<file path="config.mk">
export PLATFORM = sky130hd
export DESIGN_NAME = debug_req_gate
export DESIGN_NICKNAME = d
export VERILOG_FILES = /design/src/debug_req_gate.sv
export VERILOG_INCLUDE_DIRS = /design/src
export SDC_FILE = /design/constraint.sdc
export NUM_CORES = 1
export LEC_CHECK = 0
export BUFFER_PORTS_ARGS = -buffer_cell sky130_fd_sc_hd__buf_2
export CAP_MARGIN = 20
export CORE_AREA = 2 2 39 41
export DETAILED_ROUTE_END_ITERATION = 8
export DIE_AREA = 0 0 41 43
export GPL_TIMING_DRIVEN = 1
export PLACE_DENSITY = 0.39
export SYNTH_ARGS = -nofsm -noshare
export SYNTH_HDL_FRONTEND = slang
export SYNTH_SLANG_ARGS = --single-unit
export TNS_END_PERCENT = 5
</file>
<file path="constraint.sdc">
create_clock -name clk_i -period 2.18 [get_ports clk_i]
set_clock_uncertainty 0.2 [all_clocks]
set_input_delay 0.109 -clock clk_i [delete_from_list [all_inputs] [get_ports clk_i]]
set_output_delay 0.109 -clock clk_i [all_outputs]
set_load 0.02 [all_outputs]
</file>
<file path="src/soc_defines.svh">
// SoC glue parameters: address map, memory depths, timer and debug window constants
`ifndef SOC_DEFINES_SVH
`define SOC_DEFINES_SVH

`define SOC_ADDR_W        32
`define SOC_DATA_W        32

// Address map, base and length per target
`define ROM_BASE          32'h0000_1000
`define ROM_LEN           32'h0000_0100
`define ROM_WORDS         64
`define RAM_BASE          32'h8000_0000
`define RAM_LEN           32'h0000_0400
`define RAM_WORDS         256
`define CLINT_BASE        32'h0200_0000
`define CLINT_LEN         32'h0000_0010

// CLINT register offsets and reset values
`define CLINT_MTIMECMP_OFF 4'h0
`define CLINT_MTIME_OFF    4'h8
`define MTIMECMP_RST      32'hFFFF_FFFF
`define MTIME_RST         32'h0000_0000

`define ROM_SIG           16'hB007
`define DBG_DELAY_CYCLES  20

`define REGION_NONE       2'd0
`define REGION_ROM        2'd1
`define REGION_RAM        2'd2
`define REGION_CLINT      2'd3

`endif

</file>
<file path="src/debug_req_gate.sv">
// Debug request gate: holds off debug requests for a window after reset
`timescale 1ns/1ps
`include "soc_defines.svh"

module debug_req_gate (
  input  logic  clk_i,
  input  logic  ndmreset_n,
  input  logic  debug_req_i,
  output logic  debug_req_o
);

  localparam int unsigned CntW = $clog2(`DBG_DELAY_CYCLES + 1);

  // Lets the core run its boot code before it can be halted
  logic [CntW-1:0] cnt_q;

  always_ff @(posedge clk_i or negedge ndmreset_n) begin
    if (!ndmreset_n) begin
      cnt_q <= CntW'(`DBG_DELAY_CYCLES);
    end else if (cnt_q != '0) begin
      cnt_q <= cnt_q - 1'b1;
    end
  end

  assign debug_req_o = (cnt_q != '0) ? 1'b0 : debug_req_i;

endmodule

</file>
# Word level (Yosys, flattened, before mapping)
# Cells that the tools add are included.
# totals
ff_bits,5
latch_bits,0
ram_bits,0
romBits,0
inputBits,3
out_inout_bits,1
word_cells,4
n_memories,0
# classes
addsub,1
n_mul,0
div_mod_pow,0
magnitude_cmp,0
eq_ne,0
shift,0
n_mux,1
n_bitwise,0
reduce_logical,1
# ops
op,n
$reduce_bool A5 Y1,1
$sub A5 B1 Y5 const B,1
$mux W1,1

# Depth between registers and ports, before layout
# depth
ltp_word,2
depth_mapped,5
depth_no_buf,5

# Worst setup path after synthesis
# Ideal clock, no wire load.
# synth_path
kind,reg-to-output
start,register cnt_q[0]
end,output debug_req_o
t_arrival_ns,1.187
setup_slack_ns,0.684
path_stages_with_launch,6
path_cell_list,dfrtp_1 > inv_1 > ha_1 > nand2b_1 > nor3_2 > and2_1
# synth_between
elab_chain_cells,2
# synth_lines
element,line_no,text
start: declaration,debug_req_gate.sv:15,logic [CntW-1:0] cnt_q;
start signal: assignment,debug_req_gate.sv:19,cnt_q <= CntW'(`DBG_DELAY_CYCLES);
start signal: assignment,debug_req_gate.sv:21,cnt_q <= cnt_q - 1'b1;
$reduce_bool A5 Y1,debug_req_gate.sv:25,assign debug_req_o = (cnt_q != '0) ? 1'b0 : debug_req_i;
$mux W1,debug_req_gate.sv:25,
end: declaration,debug_req_gate.sv:9,output logic debug_req_o
# Every way passes these cells.

# Final worst setup path
# Same ends and word-level chain as after synthesis.

==> metrics.md <==
| Metric | Value |
|---|---|
| Status | `finished clean` |
| CTS buffer count | `3` |
| Worst-path clk slew | `~40 ps` |
| Seq/Total Area, Yosys | `48.11%` |
| DIE AREA | `~1800 µm²` |
| Antenna violations before repair | `0` |
| Nets | `38` |
| Crit path DAT | `approximately 1600 ps` |
| Routed length per instance | `9.146 µm` |
| Vias/cell | `about 3.8` |
| Max-slew headroom | `between 80% and 90%` |
| First-pass GRT wire length | `~680 µm` |
| Setup TNS | `0 ps` |
| Fmax | `0.5328 GHz` |
| Met2 routed WL | `199 µm` |
| R2R cell count | `5` |
| CP required | `1870 ps` |
| Post-synth EDFFs | `0` |
| Syn Nets | `29` |
| Pins Over Slew Limit | `0` |
| Layout cell share with drive strength beyond 1 | `~34%` |
| Worst R2R End | `cnt_q[4]` |
| Regs by FF count | `cnt_q: 5 flops` |
| Top reg by flops | `cnt_q` |
| M1 wire length | `around 220 µm` |
| First-pass DRT Iterations | `4` |
| Buffers on Ports | `3` |
| Largest area contributor in the netlist | `dfrtp_1` |
| N_diodes | `0` |
| Peak supply drop | `approximately 230 µV` |
| P&R area growth vs syn | `26.89%` |
| Power density over cell area | `601.8 nW/µm²` |
| CTS Sinks | `5` |
| Clock Power Share | `50.2%` |
| Leak | `~0.16 nW` |
| Post-synthesis async set-or-reset flop share | `100.0%` |
| Synth Cell Area | `265.3 µm²` |
| Post-cts resize count | `0` |
| Unrepaired setup endpoints after global routing | `no` |
| Post-CTS setup buffer count | `0` |
| Core footprint | `1384 µm²` |
| Seq pwr share | `46.1%` |
| Synth Warn # | `0` |
| DIE WIDTH | `41 µm` |
| Critical Path Sink Type | `primary output` |
| Dpl hpwl | `352.2 µm` |
| WL met3 | `20 µm` |
| Root buffer selected by CTS | `clkbuf_4` |
| Number of placed I/O pins | `4` |
| Sw frac | `between 10% and 20%` |
| Setup Crit Path Kind | `flip-flop to primary output` |
| Starting Density | `19.17%` |
| Via count | `184` |
| Sw Pwr | `36.76 µW` |
| Cell count after synthesis | `24` |
| Final setup viols | `0` |
| Fin crit share | `86.09%` |
| Total chip power | `202.5 µW` |
| Avg Cell Area, Syn | `roughly 11 µm²` |
| Fin. Hold Viols | `0` |
| Max-cap violations | `0` |
| Std-Cell Rows | `14` |
| Vias in the first global route | `180` |
| Internal power | `165.8 µW` |
| Grt ovf | `0` |
| Fin crit period | `~1900 ps` |
| Top cells by area, synth | `dfrtp_1 28%, dfstp_2 20%, ha_1 9.4%` |
| Placed cells | `43` |
| Post-synth cell types | `15` |
| R2r startpoint | `cnt_q[0]` |
| Worst slew pin tran | `270.1 ps` |
| Hold_buf cts | `1` |
| DRC violations left | `0` |
| Largest fanout on the critical path | `3` |
| Most frequent cell after synthesis | `inv_1` |
| Final WL | `439 µm` |
| Top_reg_cell synth | `dfrtp_1` |
| Final worst setup slack | `303.2 ps` |
| CTS tree | `yes` |
| RePlAce Congestion | `0.6800` |
| All-Layer GR Usage | `6.579%` |
| ANT nets after route | `0` |
| Largest register FFs | `5` |
| H-tree Lvls | `1` |
| Max layer used | `met3` |
| Iter 0 DRT Violations | `4` |
| R2R Setup Slk | `between 600 and 700 ps` |
| Synthesized flop and latch total | `5` |
| Skew-Pair Late Insertion Delay | `230 ps` |
| Hold/Removal Path Class | `input pin to async pin` |
| Clk buf depth | `2` |
| Post-route insts no fill | `48` |
| Startpoint class of the critical path | `flip-flop` |
| Post-Place Worst Slack | `524.0 ps` |
| Synth top area share | `28.30%` |
| Commonest cells post-synth | `4 x inv_1, 3 x dfrtp_1` |
| Largest net degree at the start of global routing | `6` |
| Die Ht | `43 µm` |
| Combinational share of power | `3.7%` |
power by group through the flow:
stage	clock (mW)	combinational [mW]	sequential [mW]
floorplan	0	0.00195	0.0946
global placement	0	0.00629	0.0945
detailed placement	0	0.00622	0.0945
CTS	0.108	0.00773	0.0933
global route	0.115	0.00824	0.0932
finish	0.102	0.00740	0.0934
cells by family (layout without fill, tap and decap cells):
group / after synthesis / count (layout) / share of synthesized area [%]
xor+xnor: 1 / 1 / 3.302
compound gates: 4 / 4 / 9.436
mux: 1 / 1 / 3.774
buf+inv: 4 / 12 / 5.659
fa+ha+maj: 2 / 2 / 9.432
simple gates: 7 / 7 / 20.28
flops: 5 / 5 / 48.11
area by class of cell:
| type | count | area, µm² |
|---|---|---|
| clock buffer | 4 | 26.28 |
| inverter | 4 | 15.01 |
| fill | 157 | 1047 |
| tap | 16 | 20.02 |
| timing repair buffer | 4 | 25.02 |
| multi-input combinational | 15 | 122.6 |
| sequential | 5 | 127.6 |
stage by stage:
stage          hold WS (ps)  area, µm²  utilization (%)
3_3_place_gp         -267.5      300.3            21.70
3_5_place_dp         -267.5      300.3            21.70
4_1_cts               28.51      336.6            24.32
6_report              24.51      336.6            24.32
5_1_grt               34.51      336.6            24.32
2_1_floorplan        -386.6      265.3                -
layout by cell type (no fill, tap or decap), types with 2 or more instances in the layout:
cell type  count
dfstp_2        2
buf_2          3
o21ai_0        2
clkbuf_4       3
dfrtp_1        3
inv_1          4
nor3_2         2
ha_1           2
how the worst max path moves through the flow:
stage | startpoint | endpoint | depth (start not counted) | slack (ps)
after floorplan | cnt_q[0] | debug_req_o | 5 | 680
after global placement | cnt_q[0] | debug_req_o | 6 | 540
after detailed placement | cnt_q[0] | debug_req_o | 6 | 520
after CTS | cnt_q[0] | debug_req_o | 6 | 260
after global routing | cnt_q[0] | debug_req_o | 6 | 190
final | cnt_q[0] | debug_req_o | 6 | 300
routing by layer:
layer  global-route usage, %  up-vias
li1                        -       96
met2                   7.813        4
met1                   7.261       84
met3                   3.141        0
met4                   8.000        0
met5                       0        -
critical path, stage by stage, from the launching register on:
cell	delay, ps
dfrtp_1	400
inv_1	90
ha_1	180
nand2b_1	110
nor3_2	230
and2_1	170
buf_2	150
Power figures use the tool's default switching activity.
