File: config.mk
export PLATFORM = sky130hd
export DESIGN_NAME = resp_mux
export DESIGN_NICKNAME = d
export VERILOG_FILES = /design/src/soc_pkg.sv /design/src/resp_mux.sv
export VERILOG_INCLUDE_DIRS = /design/src
export SDC_FILE = /design/constraint.sdc
export NUM_CORES = 1
export LEC_CHECK = 0
export ABC_AREA = 1
export CAP_MARGIN = 25
export CORE_AREA = 2 2 76 78
export CTS_CLUSTER_DIAMETER = 30
export DETAILED_ROUTE_END_ITERATION = 8
export DIE_AREA = 0 0 78 80
export DONT_BUFFER_PORTS = 1
export PLACE_DENSITY = 0.32
export SYNTH_ARGS = -nofsm -noshare
export SYNTH_HDL_FRONTEND = slang
export SYNTH_SLANG_ARGS = --single-unit
File: constraint.sdc
create_clock -name clk_i -period 1.2 [get_ports clk_i]
set_clock_uncertainty 0.15 [all_clocks]
set_input_delay 0.12 -clock clk_i [delete_from_list [all_inputs] [get_ports clk_i]]
set_output_delay 0.12 -clock clk_i [all_outputs]
set_load 0.02 [all_outputs]
File: src/soc_defines.svh
// SoC glue parameters: address map, memory depths, timer and debug window constants
`ifndef SOC_DEFINES_SVH
`define SOC_DEFINES_SVH

`define SOC_ADDR_W        32
`define SOC_DATA_W        32

// Address map, base and length per target
`define ROM_BASE          32'h0000_1000
`define ROM_LEN           32'h0000_0100
`define ROM_WORDS         64
`define RAM_BASE          32'h8000_0000
`define RAM_LEN           32'h0000_0400
`define RAM_WORDS         256
`define CLINT_BASE        32'h0200_0000
`define CLINT_LEN         32'h0000_0010

// CLINT register offsets and reset values
`define CLINT_MTIMECMP_OFF 4'h0
`define CLINT_MTIME_OFF    4'h8
`define MTIMECMP_RST      32'hFFFF_FFFF
`define MTIME_RST         32'h0000_0000

`define ROM_SIG           16'hB007
`define DBG_DELAY_CYCLES  20

`define REGION_NONE       2'd0
`define REGION_ROM        2'd1
`define REGION_RAM        2'd2
`define REGION_CLINT      2'd3

`endif

File: src/soc_pkg.sv
// SoC bus package: width types and the request and response structs
`include "soc_defines.svh"

package soc_pkg;

  // ----------------------------------------------------------------------
  // Width types
  // ----------------------------------------------------------------------
  typedef logic [`SOC_ADDR_W-1:0] addr_t;
  typedef logic [`SOC_DATA_W-1:0] data_t;

  // Target index as produced by the address decoder
  typedef logic [1:0] region_t;

  // ----------------------------------------------------------------------
  // Bus structs
  // ----------------------------------------------------------------------
  // Single-cycle request, no back-pressure
  typedef struct packed {
    logic  valid;
    logic  we;
    addr_t addr;
    data_t wdata;
  } bus_req_t;

  // Response, two cycles behind its request
  typedef struct packed {
    logic  valid;
    logic  err;
    data_t rdata;
  } bus_rsp_t;

endpackage

File: src/resp_mux.sv
// Response stage: lines up region with target data and builds the response
`timescale 1ns/1ps
`include "soc_defines.svh"

module resp_mux (
  input  logic               clk_i,
  input  logic               ndmreset_n,
  input  soc_pkg::bus_req_t  stage1_req_i,
  input  soc_pkg::region_t   stage1_region_i,
  input  soc_pkg::data_t     rom_rdata_i,
  input  soc_pkg::data_t     ram_rdata_i,
  input  soc_pkg::data_t     clint_rdata_i,
  output soc_pkg::bus_rsp_t  rsp_o
);

  logic              valid_q;
  logic              we_q;
  soc_pkg::region_t  region_q;
  logic              err;
  soc_pkg::data_t    rd_word;

  always_ff @(posedge clk_i or negedge ndmreset_n) begin
    if (!ndmreset_n) begin
      valid_q  <= 1'b0;
      we_q     <= 1'b0;
      region_q <= `REGION_NONE;
    end else begin
      valid_q  <= stage1_req_i.valid;
      we_q     <= stage1_req_i.we;
      region_q <= stage1_region_i;
    end
  end

  // Unmapped address or write into ROM
  assign err = (region_q == `REGION_NONE) || (we_q && region_q == `REGION_ROM);

  always_comb begin
    unique case (region_q)
      `REGION_ROM:   rd_word = rom_rdata_i;
      `REGION_RAM:   rd_word = ram_rdata_i;
      `REGION_CLINT: rd_word = clint_rdata_i;
      default:       rd_word = '0;
    endcase
    rsp_o.valid = valid_q;
    rsp_o.err   = valid_q & err;
    // Writes and errors return a zero word
    rsp_o.rdata = (valid_q && !err && !we_q) ? rd_word : '0;
  end

endmodule

# --- Word level (Yosys, flattened, before mapping) ---
# Index checks and enable logic that the tools add are counted.
totals:
  regBits: 4
  latchBits: 0
  mem_bits_rw: 0
  rom_bits: 0
  in_bits: 166
  output_inout_bits: 34
  n_memories: 0
op_classes:
  n_addsub: 0
  mul: 0
  n_div: 0
  order_cmp: 0
  eq_ne: 3
  shifts: 0
  muxes: 2
  bitwise_logic: 1
  reduce_logical: 7
ops:
  columns: ["operator", "n"]
  rows:
  - ["$pmux 32 s3", 1]
  - ["$mux 32", 1]
  - ["$eq 2x2->1 const B", 2]
  - ["$logic_and 1x1->1", 3]
  - ["$eq 2x1->1 const B", 1]
  - ["$logic_not 1->1", 2]
  - ["$logic_not 2->1", 1]
  - ["$and 1x1->1", 1]
  - ["$logic_or 1x1->1", 1]

# --- Logic depth before layout (Yosys ltp) ---
logic_depth:
  depth_word: 7
  depth_mapped: 6
  ltp_nobuf: 5

# --- Least setup slack after synthesis ---
# No wires, ideal clock.
synth_timing:
  path_type: "reg2out"
  from: "register region_q[1]"
  to: "output port rsp_o[32] (netlist bit)"
  t_arrival_ns: 1.042
  t_required_ns: 0.930
  setup_slack_ns: -0.112
  stages_incl_launch_ff: 5
  path_buffers: 1
  cell_sequence: "dfrtp_1 > inv_1 > buf_2 > o21ai_0 > nor2_1"
synth_rtl:
  columns: ["element", "line", "text"]
  rows:
  - ["start, declared", "resp_mux.sv:18", "soc_pkg::region_t region_q;"]
  - ["start signal, assigned", "resp_mux.sv:26", "region_q <= `REGION_NONE;"]
  - ["start signal, assigned", "resp_mux.sv:30", "region_q <= stage1_region_i;"]
  - ["end, declared", "resp_mux.sv:13", "output soc_pkg::bus_rsp_t rsp_o"]

==> results.md <==
* Post-CTS setup buffers at 0
* Via count at ~1500
* Via count of the first global-routing pass at 1471
* Synth area leaders: nand3_1, inv_1, nand2_1
* Slew @ Worst Pin at approximately 0.19 ns
* All-Layer GR Usage at 0.131
* DR WL/cell at 14.0 µm
* CP Max Fanout at 16
* P&R area growth vs syn at 21.7%
* Synthesized cell area at ~1200 µm²
* Antenna violations before repair at 0
* Crit Path Category: flop to output pin
* #FFs+latches synth at 4
* Most frequent cells in the layout: nand3_1, inv_2, nand2_1
* Post-Syn Nets at slightly below 400
* # setup viols final at 33
* Diode count at 0
* Synth area leader: nand3_1
* CP Data Required Time at 0.93 ns
* Min-delay worst type: input pin to async pin
* Register area share after synthesis at 0.0849
* FP Rows at 27
* Core area at around 5400 µm²
* Initial core utilization at 0.218
* Final Wtd Congestion at 0.623
* Synth warn at 0
* Worst-path clk slew at roughly 0.030 ns
* MaxCap Viol Count at 0
* CTS buffer count at 3
* Period utilisation layout at 1.29
* Failing checks: negative setup slack
* Drt pass-1 iters at 4
* Status: finished, violations left
* Most common cell after layout, fill and taps aside: nand3_1
* CTS tree: yes
* Port Buf Inserts at 0
* Yosys cell types at 9
* Leakage dissipation at about 0.74 nW
* Layout cells sized above 1 at 0.276
* Die footprint at about 6200 µm²
* Root Driver: clkbuf_8
* WP data arrival at 1.28 ns
* Average size of a mapped cell at 5.19 µm²
* Setup crit start: region_q[0]
* ANT nets after route at 0
* Place WS at -0.169 ns
* Worst setup margin at -0.353 ns
* DR iter-0 viols at 55
* Fin crit period at between 1.5 and 2 ns
* Crit path max-delay family: flip-flops
* Maximum vdd drop at 0.615 mV
* Finished Core Util at 0.265
* Final hold vios at 0
* H-tree levels at 1
* Max Root-Sink Buffers at 2
* Worst path cell trace: nor2_1 > nor3_4 > buf_6 > nand2_1 > inv_2
* Post-synth top area share at 0.544
* Vias per cell at ~5
* Ports at 200
* Pwr Total at approximately 860 µW
* Critical Path Max Stage Delay at about 0.43 ns
* Largest net degree at the start of global routing at 33
* Final Max Slew Viols at 0
* Die Span X at between 70 and 80 µm
* Sink Count at 4
* Power density cells at ~600 nW/µm²
* First-pass GRT wire length at between 6000 and 7000 µm
* DIE HEIGHT at about 80 µm
* CP max stage cell: dfrtp_2
* CP endpoint kind: output pin
* F_max at 0.644 GHz
* Worst path bufs/invs at 2
* Syn Inst Count at about 230
* Relative slew margins at 0.871
* Wirelength, routed at ~4200 µm
* Post-Layout Cell Count at between 200 and 300
* Estimated wirelength of the detail-placed design at roughly 3100 µm
* Grt ovf at 0
* Total Nets Final at between 300 and 400
* Dpl cells at between 200 and 300
* Remaining DRCs at 0
* RSZ-0062 raised after global routing: yes
* Startpoint type of the worst setup path: flop
==> stage by stage <==
stage               hold slack [ns]  setup TNS (ns)  area (µm²)
floorplan                    -0.326          -0.775        1220
global placement             -0.325           -4.94        1300
detailed placement           -0.325           -5.05        1300
CTS                          0.0236          -11.86        1420
global route                 0.0436          -13.96        1430
finish                       0.0209          -11.27        1430
==> timing repair <==
action,in CTS,in global routing
hold buffers,5,0
pin swaps,1,0
endpoints found under the hold margin,8,0
gates resized for setup,9,2
endpoints found under the setup margin,33,33
gates cloned,0,0
==> area by class of cell <==
cell class                 count  area [µm²]
clock buffer                   3        41.3
tap                           72        90.1
sequential                     4         103
timing repair buffer          19         238
inverter                      35         131
multi-input combinational    164         831
fill                         644        3970
==> cells in the mapped netlist, drive strengths merged <==
master  number
o21ai        1
buf         24
nor3         1
nand3      128
nor2         2
nand2       32
dfrtp        4
inv         35
==> power breakdown <==
| group | total, mW | internal (mW) | switching [mW] |
|---|---|---|---|
| combinational | 0.427 | 0.163 | 0.263 |
| clock | 0.282 | 0.214 | 0.0682 |
| sequential | 0.154 | 0.143 | 0.0108 |
| total | 0.863 | 0.520 | 0.342 |
==> sequential cells by signal, indices dropped and copies added, names as in the netlist <==
name,count
region_q,2
valid_q,1
we_q,1
==> cells by family (layout without fill, tap and decap cells) <==
logic type             count (synthesis)  count (layout)  share of synthesized area
DFF                                    4               4                     0.0849
buffers and inverters                 59              57                      0.245
and+or+nand+nor                      163             163                      0.666
AOI/OAI and AO/OA                      1               1                    0.00424
==> layer usage <==
metal	global-route usage	wire length [µm]	up-vias
met2	0.242	2070	87
met3	0.0385	501	3
met5	0	0	-
li1	-	-	752
met4	0.0211	24	0
met1	0.151	1580	673
==> worst max path at each step <==
| stage | slack [ns] | cells past startpoint | endpoint |
|---|---|---|---|
| 2_1_floorplan | -0.03 | 4 | rsp_o[10] |
| 3_3_place_gp | -0.17 | 6 | rsp_o[13] |
| 3_5_place_dp | -0.17 | 5 | rsp_o[6] |
| 4_1_cts | -0.37 | 5 | rsp_o[6] |
| 5_1_grt | -0.45 | 5 | rsp_o[23] |
| 6_report | -0.35 | 5 | rsp_o[10] |
Power figures use the tool's default switching activity.
