==> src/soc_defines.svh <==
// SoC glue parameters: address map, memory depths, timer and debug window constants
`ifndef SOC_DEFINES_SVH
`define SOC_DEFINES_SVH

`define SOC_ADDR_W        32
`define SOC_DATA_W        32

// Address map, base and length per target
`define ROM_BASE          32'h0000_1000
`define ROM_LEN           32'h0000_0100
`define ROM_WORDS         64
`define RAM_BASE          32'h8000_0000
`define RAM_LEN           32'h0000_0400
`define RAM_WORDS         256
`define CLINT_BASE        32'h0200_0000
`define CLINT_LEN         32'h0000_0010

// CLINT register offsets and reset values
`define CLINT_MTIMECMP_OFF 4'h0
`define CLINT_MTIME_OFF    4'h8
`define MTIMECMP_RST      32'hFFFF_FFFF
`define MTIME_RST         32'h0000_0000

`define ROM_SIG           16'hB007
`define DBG_DELAY_CYCLES  20

`define REGION_NONE       2'd0
`define REGION_ROM        2'd1
`define REGION_RAM        2'd2
`define REGION_CLINT      2'd3

`endif

==> src/soc_pkg.sv <==
// SoC bus package: width types and the request and response structs
`include "soc_defines.svh"

package soc_pkg;

  // ----------------------------------------------------------------------
  // Width types
  // ----------------------------------------------------------------------
  typedef logic [`SOC_ADDR_W-1:0] addr_t;
  typedef logic [`SOC_DATA_W-1:0] data_t;

  // Target index as produced by the address decoder
  typedef logic [1:0] region_t;

  // ----------------------------------------------------------------------
  // Bus structs
  // ----------------------------------------------------------------------
  // Single-cycle request, no back-pressure
  typedef struct packed {
    logic  valid;
    logic  we;
    addr_t addr;
    data_t wdata;
  } bus_req_t;

  // Response, two cycles behind its request
  typedef struct packed {
    logic  valid;
    logic  err;
    data_t rdata;
  } bus_rsp_t;

endpackage

==> src/clint_timer.sv <==
// Core-local timer: divided RTC counter, compare register and timer interrupt
`timescale 1ns/1ps
`include "soc_defines.svh"

module clint_timer (
  input  logic               clk_i,
  input  logic               ndmreset_n,
  input  soc_pkg::bus_req_t  req_i,
  input  logic               sel_i,
  input  logic               rtc_i,
  output soc_pkg::data_t     rdata_o,
  output logic               timer_irq_o
);

  // ----------------------------------------------------------------------
  // RTC synchroniser and divide by two
  // ----------------------------------------------------------------------
  // Stages 0 and 1 synchronise, stage 2 keeps the previous level
  logic [2:0]      rtc_q;
  logic            rtc_rise;
  logic            div_q;
  logic            tick;

  soc_pkg::data_t  mtime_q;
  soc_pkg::data_t  mtimecmp_q;
  logic            wr_en;
  logic            rd_en;

  assign rtc_rise = rtc_q[1] & ~rtc_q[2];
  assign tick     = rtc_rise & div_q;

  assign wr_en = sel_i & req_i.valid & req_i.we;
  assign rd_en = sel_i & req_i.valid & ~req_i.we;

  always_ff @(posedge clk_i or negedge ndmreset_n) begin
    if (!ndmreset_n) begin
      rtc_q      <= '0;
      div_q      <= 1'b0;
      mtime_q    <= `MTIME_RST;
      mtimecmp_q <= `MTIMECMP_RST;
    end else begin
      rtc_q <= {rtc_q[1:0], rtc_i};
      if (rtc_rise) div_q <= ~div_q;
      // Bus write to mtime wins over the tick
      if (wr_en && req_i.addr[3:0] == `CLINT_MTIME_OFF) begin
        mtime_q <= req_i.wdata;
      end else if (tick) begin
        mtime_q <= mtime_q + 1'b1;
      end
      if (wr_en && req_i.addr[3:0] == `CLINT_MTIMECMP_OFF) begin
        mtimecmp_q <= req_i.wdata;
      end
    end
  end

  // ----------------------------------------------------------------------
  // Register read port
  // ----------------------------------------------------------------------
  always_ff @(posedge clk_i) begin
    if (rd_en) begin
      unique case (req_i.addr[3:0])
        `CLINT_MTIMECMP_OFF: rdata_o <= mtimecmp_q;
        `CLINT_MTIME_OFF:    rdata_o <= mtime_q;
        default:             rdata_o <= '0;
      endcase
    end
  end

  assign timer_irq_o = (mtime_q >= mtimecmp_q);

endmodule

==> config.mk <==
export PLATFORM = sky130hd
export DESIGN_NAME = clint_timer
export DESIGN_NICKNAME = d
export VERILOG_FILES = /design/src/soc_pkg.sv /design/src/clint_timer.sv
export VERILOG_INCLUDE_DIRS = /design/src
export SDC_FILE = /design/constraint.sdc
export NUM_CORES = 1
export LEC_CHECK = 0
export BUFFER_PORTS_ARGS = -buffer_cell sky130_fd_sc_hd__buf_2
export CAP_MARGIN = 15
export CORE_ASPECT_RATIO = 1.5
export CORE_UTILIZATION = 56
export DETAILED_ROUTE_END_ITERATION = 6
export PLACE_DENSITY_LB_ADDON = 0.25
export SYNTH_ARGS = -nofsm -noshare
export SYNTH_HDL_FRONTEND = slang
export SYNTH_SLANG_ARGS = --single-unit
==> constraint.sdc <==
create_clock -name clk_i -period 2.35 [get_ports clk_i]
set_clock_uncertainty 0.1 [all_clocks]
set_input_delay 0.1175 -clock clk_i [delete_from_list [all_inputs] [get_ports clk_i]]
set_output_delay 0.1175 -clock clk_i [all_outputs]
set_load 0.05 [all_outputs]
# After elaboration in Yosys (flattened, before gate mapping)
# Cells that the tools add are included.
# W data, S select, Z words.
[word_totals]
reg_bits = 100
latch_bits = 0
mem_bits_rw = 0
rom_bits = 0
elab_cells = 23
memories = 0
[classes]
n_addsub = 1
n_mul = 0
div_mod_pow = 0
order_cmp = 1
eq_ne = 1
n_shift = 0
mux = 3
bitwise = 8
n_reduce_logical = 4
[ops]
columns = ["op", "n"]
rows = [
  ["$mux W32", 2],
  ["$pmux W32 S2", 1],
  ["$add A32 B1 Y32 const B", 1],
  ["$ge A32 B32 Y1", 1],
  ["$and A1 B1 Y1", 5],
  ["$eq A4 B4 Y1 const B", 1],
  ["$logic_not A4 Y1", 1],
  ["$not A1 Y1", 3],
  ["$logic_and A1 B1 Y1", 2],
  ["$reduce_bool A2 Y1", 1],
]

# Depth between registers and ports, before layout
# Gate-level depths: netlist of run 1.
[depth]
depth_word = 5
depth_mapped = 7
ltp_nobuf = 7

# Worst setup path before layout of run 1
# Ideal clock, no wire load.
[synth_timing]
path_type = "register to output"
start = "reg mtimecmp_q[13]"
end = "out timer_irq_o"
t_arrival_ns = 2.413
required_ns = 2.132
path_slack_ns = -0.280
stages_incl_launch_ff = 7
cell_sequence = "dfstp_2 > inv_1 > ha_1 > nand4_1 > o32ai_1 > a2111oi_0 > o21ai_0"
[synth_via]
elab_chain_cells = 1
[synth_lines]
columns = ["item", "line_no", "rtl"]
rows = [
  ["start, declared", "clint_timer.sv:25", "soc_pkg::data_t mtimecmp_q;"],
  ["start signal, assigned", "clint_timer.sv:40", "mtimecmp_q <= `MTIMECMP_RST;"],
  ["start signal, assigned", "clint_timer.sv:51", "mtimecmp_q <= req_i.wdata;"],
  ["$ge A32 B32 Y1", "clint_timer.sv:69", "assign timer_irq_o = (mtime_q >= mtimecmp_q);"],
  ["end, declared", "clint_timer.sv:12", "output logic timer_irq_o"],
]
# Every way passes these cells.

# Worst setup path in the final report of run 1
[layout_timing]
start = "reg mtimecmp_q[17]"
end = "out timer_irq_o"
# The elaborated chain is that of the path after synthesis.

==> results of run 1 <==
## cell families (layout without fill, tap and decap cells)
group / count (synthesis) / after routing / synth area share [%]
AO/OA/AOI/OAI: 117 / 117 / 14.09
adder cells (fa/ha/maj): 33 / 33 / 7.826
buffers and inverters: 59 / 193 / 4.435
multiplexers: 8 / 8 / 1.731
flip-flops: 100 / 100 / 51.22
AND/OR/NAND/NOR: 163 / 163 / 16.55
XOR/XNOR: 25 / 25 / 4.150
## registers in the layout, indices dropped and copies added (netlist names)
register	count
mtimecmp_q	32
div_q	1
rdata_o	32
mtime_q	32
rtc_q	3
## power by group through the flow
stage	clock, mW	combinational, mW	sequential (mW)
5_1_grt	1.63	2.24	2.50
4_1_cts	1.57	2.01	2.46
6_report	1.56	2.04	2.47
2_1_floorplan	0	1.02	2.53
3_3_place_gp	0	1.66	2.44
3_5_place_dp	0	1.72	2.46
## layout by cell type, fill, tap and decap left out, types with 5 or more instances in the layout
cell and n:
a21oi_1 10, buf_2 73, o21ai_1 7, a31oi_1 5
and4_1 6, ha_1 25, inv_2 7, ha_4 8
dfrtp_1 36, dlygate4sd3_1 35, buf_4 29, xor2_1 15
nand3_1 21, dfstp_2 32, inv_1 29, nor2_1 8
edfxtp_1 32, a22o_1 32, xnor2_1 10, o21ai_0 48
nand2_1 79, clkbuf_16 9, nand4_1 16, a21o_1 5
## critical path, stage by stage, from the launching register on
cell	delay (ns)
dfstp_2	0.55
inv_2	0.05
ha_4	0.21
a21oi_2	0.14
o21ai_1	0.08
a221o_1	0.36
a2111oi_4	0.35
o21ai_4	0.10
buf_6	0.16
## stage by stage
| step | setup slack (ns) | setup TNS, ns | instance area (sq um) | utilization [%] |
|---|---|---|---|---|
| after detailed placement | -0.09100 | -0.09100 | 5963 | 64.82 |
| after global placement | -0.03701 | -0.03701 | 5963 | 64.82 |
| after global routing | -0.2970 | -0.2970 | 6813 | 74.05 |
| after CTS | -0.2271 | -0.2271 | 6813 | 74.05 |
| final | -0.2292 | -0.2292 | 6813 | 74.05 |
| after floorplan | 0.02961 | 0 | 5276 | - |
## routing by layer
metal	part of all wire, %	up-vias	GRT usage [%]
li1	-	2065	-
met1	40	2130	33.28
met2	54	135	50.21
met3	3.2	37	4.135
met4	2.9	0	15.96
met5	0	-	0
## worst min path at each step
stage | from | endpoint | cells past startpoint
2_1_floorplan | ndmreset_n | div_q | 0
3_3_place_gp | ndmreset_n | rtc_q[0] | 1
3_5_place_dp | ndmreset_n | rtc_q[0] | 1
4_1_cts | req_i[64] | rdata_o[4] | 2
5_1_grt | req_i[64] | rdata_o[4] | 2
6_report | req_i[64] | rdata_o[5] | 2
## cell type report
type                       instances  area, sq um  share of cell area (%)
clock inverter                     5        76.32                   1.120
tap                              112        140.1                   2.057
multi-input combinational        346         2521                   37.01
sequential                       100         2703                   39.67
inverter                          36        135.1                   1.983
timing repair buffer             141         1005                   14.75
clock buffer                      11        232.7                   3.416
## timing repair
item,4_1_cts,5_1_grt
hold endpoints to repair,100,0
hold buffers,35,0
endpoints found under the setup margin,1,1
pin swaps,13,3
setup buffers,2,0
resized for setup,32,1
==> impl_metrics.toml, run 1 <==
[run_status]
outcome = "finished with violations"
violations = "setup timing"

[clock_tree]
clk_pin_slew_worst_paths_ns = 0.07
h-tree-depth = 3
cts_root_buffer = "clkbuf_16"
cts_tree = "built"
cts_buffers = 9
clock_sinks = 100
clk-insertion-delay-late_ns = 0.34
cts_buffer_depth = 2

[synthesis]
synthTopCellsByArea = "edfxtp_1 18%, dfrtp_1 17%, dfstp_2 16%"
synth_fp_nets = 608
syn_area_per_cell_sq_um = 10.45
yosys-top-cells-count = "79 x nand2_1, 51 x o21ai_0, 36 x dfrtp_1, 36 x inv_1, 33 x ha_1"
ys_ff_latch = 100
yosysSeqAreaShare_pct = 51.22
ys_async_sr_fraction_pct = 68.00
synth_top_area_share_pct = 18.21
synthDistinctLibCells = 46
netlist_area_sq_um = 5276
syn-instance-count = 505
synth.largest_area_cell = "edfxtp_1"
ys_warn_count = 0
synth_edf_count = 32
yosysMostFrequentCell = "nand2_1"
ys.flop_type = "dfrtp_1"

[timing]
fin_hold_ws_ns = 0.09529
maxSlewHeadroom_pct = 64.08
post-route-min-period_ns = 2.579
drv_slew = 0
hold_violations = 0
setup_violations = 1
max_freq_ghz = 0.3877
setup_slack_ns = -0.2292
worstMarginPinSlew_ns = 0.5338
layout_worst_path_cycle_share_pct = 109.8
rsz0062_at_grt = "true"

[detailed_routing]
vias = 4367
drtAntennaViolNets = 0
drt-total-wl_um = 13080
first_pass_iters = 6
vias_per_cell = 5.815
wire_per_inst_um = 17.42
drtIter0Drc = 343
drc_errors = 0

[setup_path]
crit_fanout = 2
crit_start = "mtimecmp_q[17]"
start_kind = "register"
crit_type = "reg2out"
crit_path_end = "timer_irq_o"
worst-r2r-cell-count = 8
required_ns = 2.13
end_kind = "output pin"
worstReg2RegStart = "mtime_q[1]"
r2r-end = "mtime_q[16]"
crit_arrival_ns = 2.36
rrSetupSlack_ns = 0.20

[cells_and_area]
final_nets = 737
area.growth.synth_to_final_pct = 29.12
final_layout_size_suffix_gt1_share_pct = 30.05
antenna_cells = 0
final_cells = 751
n_fill_cell = 632

[power_and_ir_drop]
power_density_nw_per_um2 = 889.7
p_seq_share_pct = 40.7
p_comb_share_pct = 33.6
clkPwrFrac_pct = 25.7
p_sw_mw = 2.025
vdd_drop_max_mv = 0.6352
p_leak_nw = 2.947
total_power_mw = 6.062
swShare_pct = 33.40
power.internal_mw = 4.037

[global_routing]
grt_pass1_wl_um = 21070
grt_pass1_vias = 4445
grt-ovfl-total = 0
grt.total_usage_pct = 28.89
grt_max_degree = 58
antenna_found_initial = 0

[place]
gp_congestion = 0.8864
numPortBuffers = 74
placed_cells = 698
dp_hpwl_um = 8521

[floorplan]
std_cell_rows = 43
core_area_sq_um = 9200
fp.dieH_um = 120.9
die_area_sq_um = 9822
die_w_um = 81.26
io_pins = 103
start_util_pct = 57.35

[hold_path]
hold_class = "in2reg"

[flow_run]
maxCapViolations = 0
No activity file was read; power rests on OpenSTA's default activity.
==> run 2: changes to the inputs <==
--- a/config.mk
+++ b/config.mk
@@ -11,7 +11,7 @@
 export CORE_ASPECT_RATIO = 1.5
 export CORE_UTILIZATION = 56
 export DETAILED_ROUTE_END_ITERATION = 6
-export PLACE_DENSITY_LB_ADDON = 0.25
+export PLACE_DENSITY = 0.77
 export SYNTH_ARGS = -nofsm -noshare
 export SYNTH_HDL_FRONTEND = slang
 export SYNTH_SLANG_ARGS = --single-unit
==> impl_metrics.toml, run 2 (same netlist as run 1, synthesis figures left out) <==
[timing]
rsz0062_at_grt = "true"
maxSlewHeadroom_pct = 50.98
setup_slack_ns = -0.2255
layout_worst_path_cycle_share_pct = 109.6
hold_violations = 0
post-route-min-period_ns = 2.575
finalSetupTns_ns = -0.2255
drv_slew = 0
setup_violations = 1
worstMarginPinSlew_ns = 0.7353
fin_hold_ws_ns = 0.08015
max_freq_ghz = 0.3883

[clock_tree]
clk_pin_slew_worst_paths_ns = 0.07
postCtsSetupBuffers = 0
clock_sinks = 100
cts_tree = "built"
h-tree-depth = 3
cts_buffer_depth = 2
cts_root_buffer = "clkbuf_16"
clk-insertion-delay-late_ns = 0.35
cts_buffers = 9

[detailed_routing]
vias_per_cell = 5.919
met2WireLength_um = 6812
drt-total-wl_um = 13160
top_layer = "met4"
drc_errors = 0
wl_met3_um = 752
drtAntennaViolNets = 0
wl_met1_um = 5089
first_pass_iters = 5
wire_per_inst_um = 17.46
drtIter0Drc = 380
vias = 4463

[hold_path]
hold_class = "in2reg"

[setup_path]
cp_cell_sequence = "inv_1, ha_4, a21oi_2, o21ai_2, a221o_1, a2111oi_4, o21ai_2, buf_6"
worst_path_most_repeated_cell = "o21ai_2"
crit_fanout = 2
start_kind = "register"
slowest_delay_ns = 0.53
end_kind = "output pin"
cp_slowest_cell = "dfstp_2"
required_ns = 2.13
crit_type = "reg2out"
crit_arrival_ns = 2.36

[global_routing]
grt_pass1_vias = 4598
antenna_found_initial = 0
grt_pass1_wl_um = 21490
grt.total_usage_pct = 29.52
grt_max_degree = 41
grt-ovfl-total = 0

[power_and_ir_drop]
swShare_pct = 33.54
power.internal_mw = 4.057
vdd_drop_max_mv = 0.5701
power_density_nw_per_um2 = 892.0
p_leak_nw = 2.982
p_sw_mw = 2.048
p_seq_share_pct = 40.1
clkPwrFrac_pct = 26.0
p_comb_share_pct = 33.9

[place]
dp_hpwl_um = 8580
post-place-ws_ns = -0.1635
gp_congestion = 0.8644
numPortBuffers = 74

[cells_and_area]
mostFrequentLayoutCells = "79 x nand2_1, 73 x buf_2, 48 x o21ai_0, 36 x dfrtp_1, 34 x dlygate4sd3_1"
n_fill_cell = 607
final_layout_size_suffix_gt1_share_pct = 30.37
area.growth.synth_to_final_pct = 29.71
final_nets = 740
antenna_cells = 0
final_common_cell = "nand2_1"
reg_top3 = "mtime_q (32), mtimecmp_q (32), rdata_o (32)"

[floorplan]
die_w_um = 81.26
fp.dieH_um = 120.9
io_pins = 103
core_area_sq_um = 9200
std_cell_rows = 43
die_area_sq_um = 9822
start_util_pct = 57.35

[flow_run]
maxCapViolations = 0

[run_status]
outcome = "finished with violations"
violations = "setup timing"
-- run 2: repair_timing --
| item | in CTS | in global routing |
|---|---|---|
| setup endpoints to repair | 1 | 1 |
| pin swaps | 14 | 2 |
| hold buffers | 34 | 0 |
| resized for setup | 25 | 5 |
| endpoints found under the hold margin | 79 | 0 |
-- run 2: stage by stage --
| stage | area, sq um | total power, mW | instances | util [%] |
|---|---|---|---|---|
| 5_1_grt | 6844 | 6.470 | 754 | 74.39 |
| 2_1_floorplan | 5276 | 3.554 | 505 | - |
| 6_report | 6844 | 6.105 | 754 | 74.39 |
| 3_3_place_gp | 6013 | 4.117 | 704 | 65.36 |
| 3_5_place_dp | 6013 | 4.208 | 704 | 65.36 |
| 4_1_cts | 6812 | 6.039 | 754 | 74.04 |
-- run 2: worst paths after layout --
check                                from              to  slack (ns)  depth (start not counted)
min                             req_i[64]      rdata_o[8]        0.08                          2
max                        mtimecmp_q[17]     timer_irq_o       -0.23                          8
max in group asynchronous      ndmreset_n  mtimecmp_q[23]        1.15                          3
min reg2reg                      rtc_q[0]        rtc_q[1]        0.26                          0
max reg2reg                   mtime_q[11]     mtime_q[24]        0.29                          5
min in group asynchronous      ndmreset_n        rtc_q[0]        0.27                          2
-- run 2: layout make-up --
cell class / instances / area (sq um) / share of cell area, %
Clock buffer: 9 / 225.2 / 3.291
Clock inverter: 7 / 90.09 / 1.316
Inverter: 36 / 135.1 / 1.974
Multi-Input combinational cell: 346 / 2526 / 36.91
Sequential cell: 100 / 2703 / 39.49
Tap cell: 112 / 140.1 / 2.048
Timing Repair Buffer: 144 / 1025 / 14.97
-- run 2: metal layers --
layer  vias up  global-route usage (%)
met3        41                   6.015
met2       188                   48.16
met5         -                       0
met1      2160                   35.37
met4         0                   17.41
li1       2074                       -
-- run 2: worst max-delay path: cells and delay by family (launching register included) --
kind	cells	cell delay, ns
compound gates	5	1.00
flops	1	0.53
buf+inv	2	0.24
fa+ha+maj	1	0.23
-- run 2: power by group through the flow --
stage / clock (mW) / sequential (mW) / combinational [mW]
finish: 1.59 / 2.45 / 2.07
global route: 1.68 / 2.49 / 2.29
CTS: 1.61 / 2.44 / 1.99
detailed placement: 0 / 2.45 / 1.76
global placement: 0 / 2.43 / 1.69
floorplan: 0 / 2.53 / 1.02
